$ cat config.mk
export PLATFORM = sky130hd
export DESIGN_NAME = alu
export DESIGN_NICKNAME = d
export VERILOG_FILES = /design/src/source/cpu_pkg.sv /design/src/source/alu.sv
export SDC_FILE = /design/constraint.sdc
export NUM_CORES = 1
export LEC_CHECK = 0
export BUFFER_PORTS_ARGS = -buffer_cell sky130_fd_sc_hd__buf_4
export CORE_MARGIN = 1
export CORE_UTILIZATION = 55
export DETAILED_ROUTE_END_ITERATION = 8
export PLACE_DENSITY = 0.83
export SYNTH_ARGS = -nofsm -noshare
export SYNTH_HDL_FRONTEND = slang
export SYNTH_SLANG_ARGS = --single-unit
$ cat constraint.sdc
create_clock -name vclk -period 14.6
set_input_delay 4.38 -clock vclk [all_inputs]
set_output_delay 4.38 -clock vclk [all_outputs]
set_load 0.01 [all_outputs]
$ cat src/source/cpu_pkg.sv
`default_nettype none

package cpu_pkg;

    typedef enum logic [ 6 : 0 ] {
        opc_load   = 7'b0000011,                // lw
        opc_op_imm = 7'b0010011,                // I-type arithmetic
        opc_store  = 7'b0100011,                // sw
        opc_op     = 7'b0110011,                // R-type arithmetic
        opc_lui    = 7'b0110111,                // Load upper immediate
        opc_branch = 7'b1100011,                // beq, bne
        opc_jalr   = 7'b1100111,                // Indirect jump
        opc_jal    = 7'b1101111                 // Direct jump
    } opcode_e;

    typedef enum logic [ 1 : 0 ] {
        alu_op_mem    = 2'b00,                  // Address add
        alu_op_branch = 2'b01,                  // Compare by subtract
        alu_op_arith  = 2'b10,                  // Picked by funct3/funct7
        alu_op_upper  = 2'b11                   // lui, pass immediate
    } alu_op_e;

    typedef enum logic [ 3 : 0 ] {
        alu_add    = 4'd0,
        alu_sub    = 4'd1,
        alu_and    = 4'd2,
        alu_or     = 4'd3,
        alu_xor    = 4'd4,
        alu_slt    = 4'd5,
        alu_sll    = 4'd6,
        alu_srl    = 4'd7,
        alu_sra    = 4'd8,
        alu_pass_b = 4'd9                       // Operand b straight out
    } alu_ctrl_e;

    typedef enum logic [ 2 : 0 ] {
        imm_i = 3'd0,
        imm_s = 3'd1,
        imm_b = 3'd2,
        imm_u = 3'd3,
        imm_j = 3'd4
    } imm_src_e;

    typedef struct packed {
        logic [ 6 : 0 ]  funct7;
        logic [ 4 : 0 ]  rs2;
        logic [ 4 : 0 ]  rs1;
        logic [ 2 : 0 ]  funct3;
        logic [ 4 : 0 ]  rd;
        opcode_e         opcode;
    } r_fmt_t;

    typedef struct packed {
        logic [ 11 : 0 ] imm11_0;
        logic [ 4 : 0 ]  rs1;
        logic [ 2 : 0 ]  funct3;
        logic [ 4 : 0 ]  rd;
        opcode_e         opcode;
    } i_fmt_t;

    typedef struct packed {
        logic [ 6 : 0 ]  imm11_5;
        logic [ 4 : 0 ]  rs2;
        logic [ 4 : 0 ]  rs1;
        logic [ 2 : 0 ]  funct3;
        logic [ 4 : 0 ]  imm4_0;
        opcode_e         opcode;
    } s_fmt_t;

    typedef struct packed {
        logic            imm12;                 // Sign bit
        logic [ 5 : 0 ]  imm10_5;
        logic [ 4 : 0 ]  rs2;
        logic [ 4 : 0 ]  rs1;
        logic [ 2 : 0 ]  funct3;
        logic [ 3 : 0 ]  imm4_1;
        logic            imm11;
        opcode_e         opcode;
    } b_fmt_t;

    typedef struct packed {
        logic [ 19 : 0 ] imm31_12;
        logic [ 4 : 0 ]  rd;
        opcode_e         opcode;
    } u_fmt_t;

    typedef struct packed {
        logic            imm20;                 // Sign bit
        logic [ 9 : 0 ]  imm10_1;
        logic            imm11;
        logic [ 7 : 0 ]  imm19_12;
        logic [ 4 : 0 ]  rd;
        opcode_e         opcode;
    } j_fmt_t;

    typedef union packed {
        r_fmt_t r_fmt;
        i_fmt_t i_fmt;
        s_fmt_t s_fmt;
        b_fmt_t b_fmt;
        u_fmt_t u_fmt;
        j_fmt_t j_fmt;
    } instr_u;

    typedef struct packed {
        logic      pc_src;                      // Branch or jal redirect
        logic      result_src;                  // Load data to rd
        logic      mem_write;
        logic      alu_src;                     // Immediate as operand b
        logic      reg_write;
        logic      jalr_pc_src;                 // Next PC from ALU
        logic      jstore;                      // PC plus 4 to rd
        alu_ctrl_e alu_ctrl;
    } ctrl_t;

    typedef struct packed {
        logic            valid;
        logic            reg_we;
        logic [ 4 : 0 ]  rd;
        logic [ 31 : 0 ] rd_data;
        logic            mem_we;
        logic [ 31 : 0 ] mem_addr;
        logic [ 31 : 0 ] mem_data;
    } retire_t;

endpackage

`default_nettype wire

$ cat src/source/alu.sv
`default_nettype none

module alu import cpu_pkg::*; (

    input  logic [ 31 : 0 ] a_i,                // rs1
    input  logic [ 31 : 0 ] b_i,                // rs2 or immediate
    input  alu_ctrl_e       ctrl_i,

    output logic [ 31 : 0 ] result_o,
    output logic            zero_o              // Equal compare for branches

);

logic [ 4 : 0 ] shamt;

assign shamt = b_i[ 4 : 0 ];

always_comb begin
    case ( ctrl_i )
        alu_add:    result_o = a_i + b_i;
        alu_sub:    result_o = a_i - b_i;
        alu_and:    result_o = a_i & b_i;
        alu_or:     result_o = a_i | b_i;
        alu_xor:    result_o = a_i ^ b_i;
        alu_slt:    result_o = { 31'd0, $signed( a_i ) < $signed( b_i ) };
        alu_sll:    result_o = a_i << shamt;
        alu_srl:    result_o = a_i >> shamt;
        alu_sra:    result_o = $unsigned( $signed( a_i ) >>> shamt );
        alu_pass_b: result_o = b_i;             // lui
        default:    result_o = 32'd0;
    endcase
end

assign zero_o = ( result_o == 32'd0 );

endmodule

`default_nettype wire

==> results_dict.tcl <==
set metrics [dict create \
    clock_buffers 0 \
    first_pass_iters 7 \
    fp.coreArea_sq_mm 0.01796 \
    vias 13110 \
    critPathLaunchType "input port" \
    dr.first_iter.drc_count 2242 \
    grt_pass1_vias 11860 \
    tns_ns 0 \
    die_w_microns 137.3 \
    synth_seq_area_share_pct 0 \
    dp_hpwl_microns 37420 \
    yosysWarnings 0 \
    die_area_sq_mm 0.01884 \
    crit_path_end_kind "primary output" \
    cp_max_fo 57 \
    utilization_pct 60.24 \
    p_leak_nw 4.556 \
    status "finished clean" \
    tightestPinTransition_ns 1.106 \
    finalPower_mw 0.4485 \
    slew_headroom_pct 25.68 \
    cts_hold_buf 0 \
    ant_nets 0 \
    placed_area_sq_mm 0.01082 \
    timing.fmax_mhz 73.14 \
    final_common_cell "buf_4" \
    period_needed_ns 13.67 \
    register_area_sq_um 0 \
    syn_to_final_growth_pct 7.522 \
    die_y_microns 137.3 \
    period_share_pct 93.64 \
    pin_count 101 \
    gp_congestion 1.099 \
    initial_core_util_pct 56.02 \
    grt_overflow 0 \
    grt_max_degree 58 \
    num_rows 49 \
    cts_setup_buffers 0 \
    dp.cells 1651 \
    rsz0062_at_grt "no" \
    hold_path.class "input port to primary output" \
    io_buffers 101 \
    vias_per_cell 7.941 \
    setup_ws_ns 0.9280 \
    ir_worst_vdd_v 0.00002662 \
    post-place-ws_ns 1.049 \
    max-cap-violations 0 \
    yosysUniqueCellTypes 91 \
    layout-drive-gt1-share_pct 16.81 \
    setup_viol 0 \
    grt_pass1_wl_microns 72680 \
    nets 1593 \
    power_density_mw_per_mm2 41.45 \
    final_cells 1651 \
    layout.filler_cells 1753 \
    synthesis.nets 1576 \
    postCtsResizedCells 0 \
    hold_slack_ns 9.160 \
    wirelength_microns 49410 \
    setup.worst_path.class "input port to primary output" \
    cp_data_arrival_time_ns 9.29 \
    synth.avg_cell_area_sq_um 7.152 \
    design_area_sq_mm 0.01082 \
    final_cell_mix "buf_4 (128), nand2_1 (127), a21oi_1 (109)" \
    seq_cells 0 \
    antenna_cells 0 \
    maxSlewViolCount 0 \
    mappedNetlistArea_sq_mm 0.01006 \
    antenna_found_initial 1 \
    hold_viol 0 \
    drc 0 \
    wire_per_inst_microns 29.93 \
    grtUsageTotal_pct 51.33 \
    synthCells 1407 \
    worstPathRequired_ns 10.22 \
]
==> worst paths after layout <==
check,cells after the start,from,slack [ns],end
min,4,b_i[12],9.16,result_o[12]
max,15,b_i[0],0.93,zero_o
==> final cells by class <==
class              count  area [sq um]  area share (%)
multi-input cells   1188          9175           84.79
well taps            229         286.5           2.648
repair buffers       128         960.9           8.881
inverters            106         397.9           3.677
==> critical path: stages <==
cell       delay [ns]
buf_4            0.67
ha_1             0.33
fa_1             0.25
o21bai_1         0.10
o211ai_1         0.30
a21oi_1          0.25
a311o_1          0.44
a2111oi_0        0.64
o2111ai_1        0.20
a21oi_1          0.14
nand4_1          0.20
or4_1            0.54
or4_1            0.43
nor4b_2          0.26
buf_4            0.16
==> where the power goes <==
part / leakage [nW] / internal (mW) / switching [mW] / total [mW]
sequential: 0 / 0 / 0 / 0
clock: 0 / 0 / 0 / 0
combinational: 4.56 / 0.165 / 0.284 / 0.449
total: 4.56 / 0.165 / 0.284 / 0.449
==> Yosys cell counts, drive strengths merged, types with 7 or more instances <==
cell type  number  area [sq um]
o21ai          76         380.4
nand3          34         170.2
or3            16         100.1
a2111oi        13         120.1
o211a           7         70.07
o211ai         29         217.7
a22oi          13         97.59
nand2b         14         87.58
a31oi          22         137.6
a221oi         25         231.5
ha             99          1239
nand4          24         150.1
and2            8         50.05
or4             8         63.81
a21oi         109         545.5
a211o           8         70.07
o31ai          18         135.1
or2             9         56.31
a21o           16         120.1
mux2           21         240.2
and3           11         68.82
nor3           33         165.2
nor4           17         106.4
inv           104         390.4
o2111ai        12         105.1
buf            28         204.0
nand2         127         476.7
mux2i          49         490.5
a21boi          7         52.55
o21a            9         67.56
o311ai          7         61.31
clkbuf         85         319.1
a211oi         26         200.2
nor2          105         394.1
o21bai         10         75.07
o22ai          18         112.6
a22o            8         70.07
mux4           55          1239
nor2b          16         100.1
==> logic make-up after synthesis <==
kind of cell	count (synthesis)	synth area share (%)
AO/OA/AOI/OAI	506	35.43
AND/OR/NAND/NOR	455	23.05
buffers and inverters	219	9.151
multiplexers	125	19.57
adder cells (fa/ha/maj)	101	12.71
XOR/XNOR	1	0.08705
==> layer usage <==
metal,up-vias,global-route usage (%),part of all wire [%]
met5,-,0,0
met4,0,30.40,7.7
met3,295,15.01,16
met2,1295,76.40,41
met1,6033,65.30,35
li1,5487,-,-
Note: power is estimated with default switching activity, not from simulation.
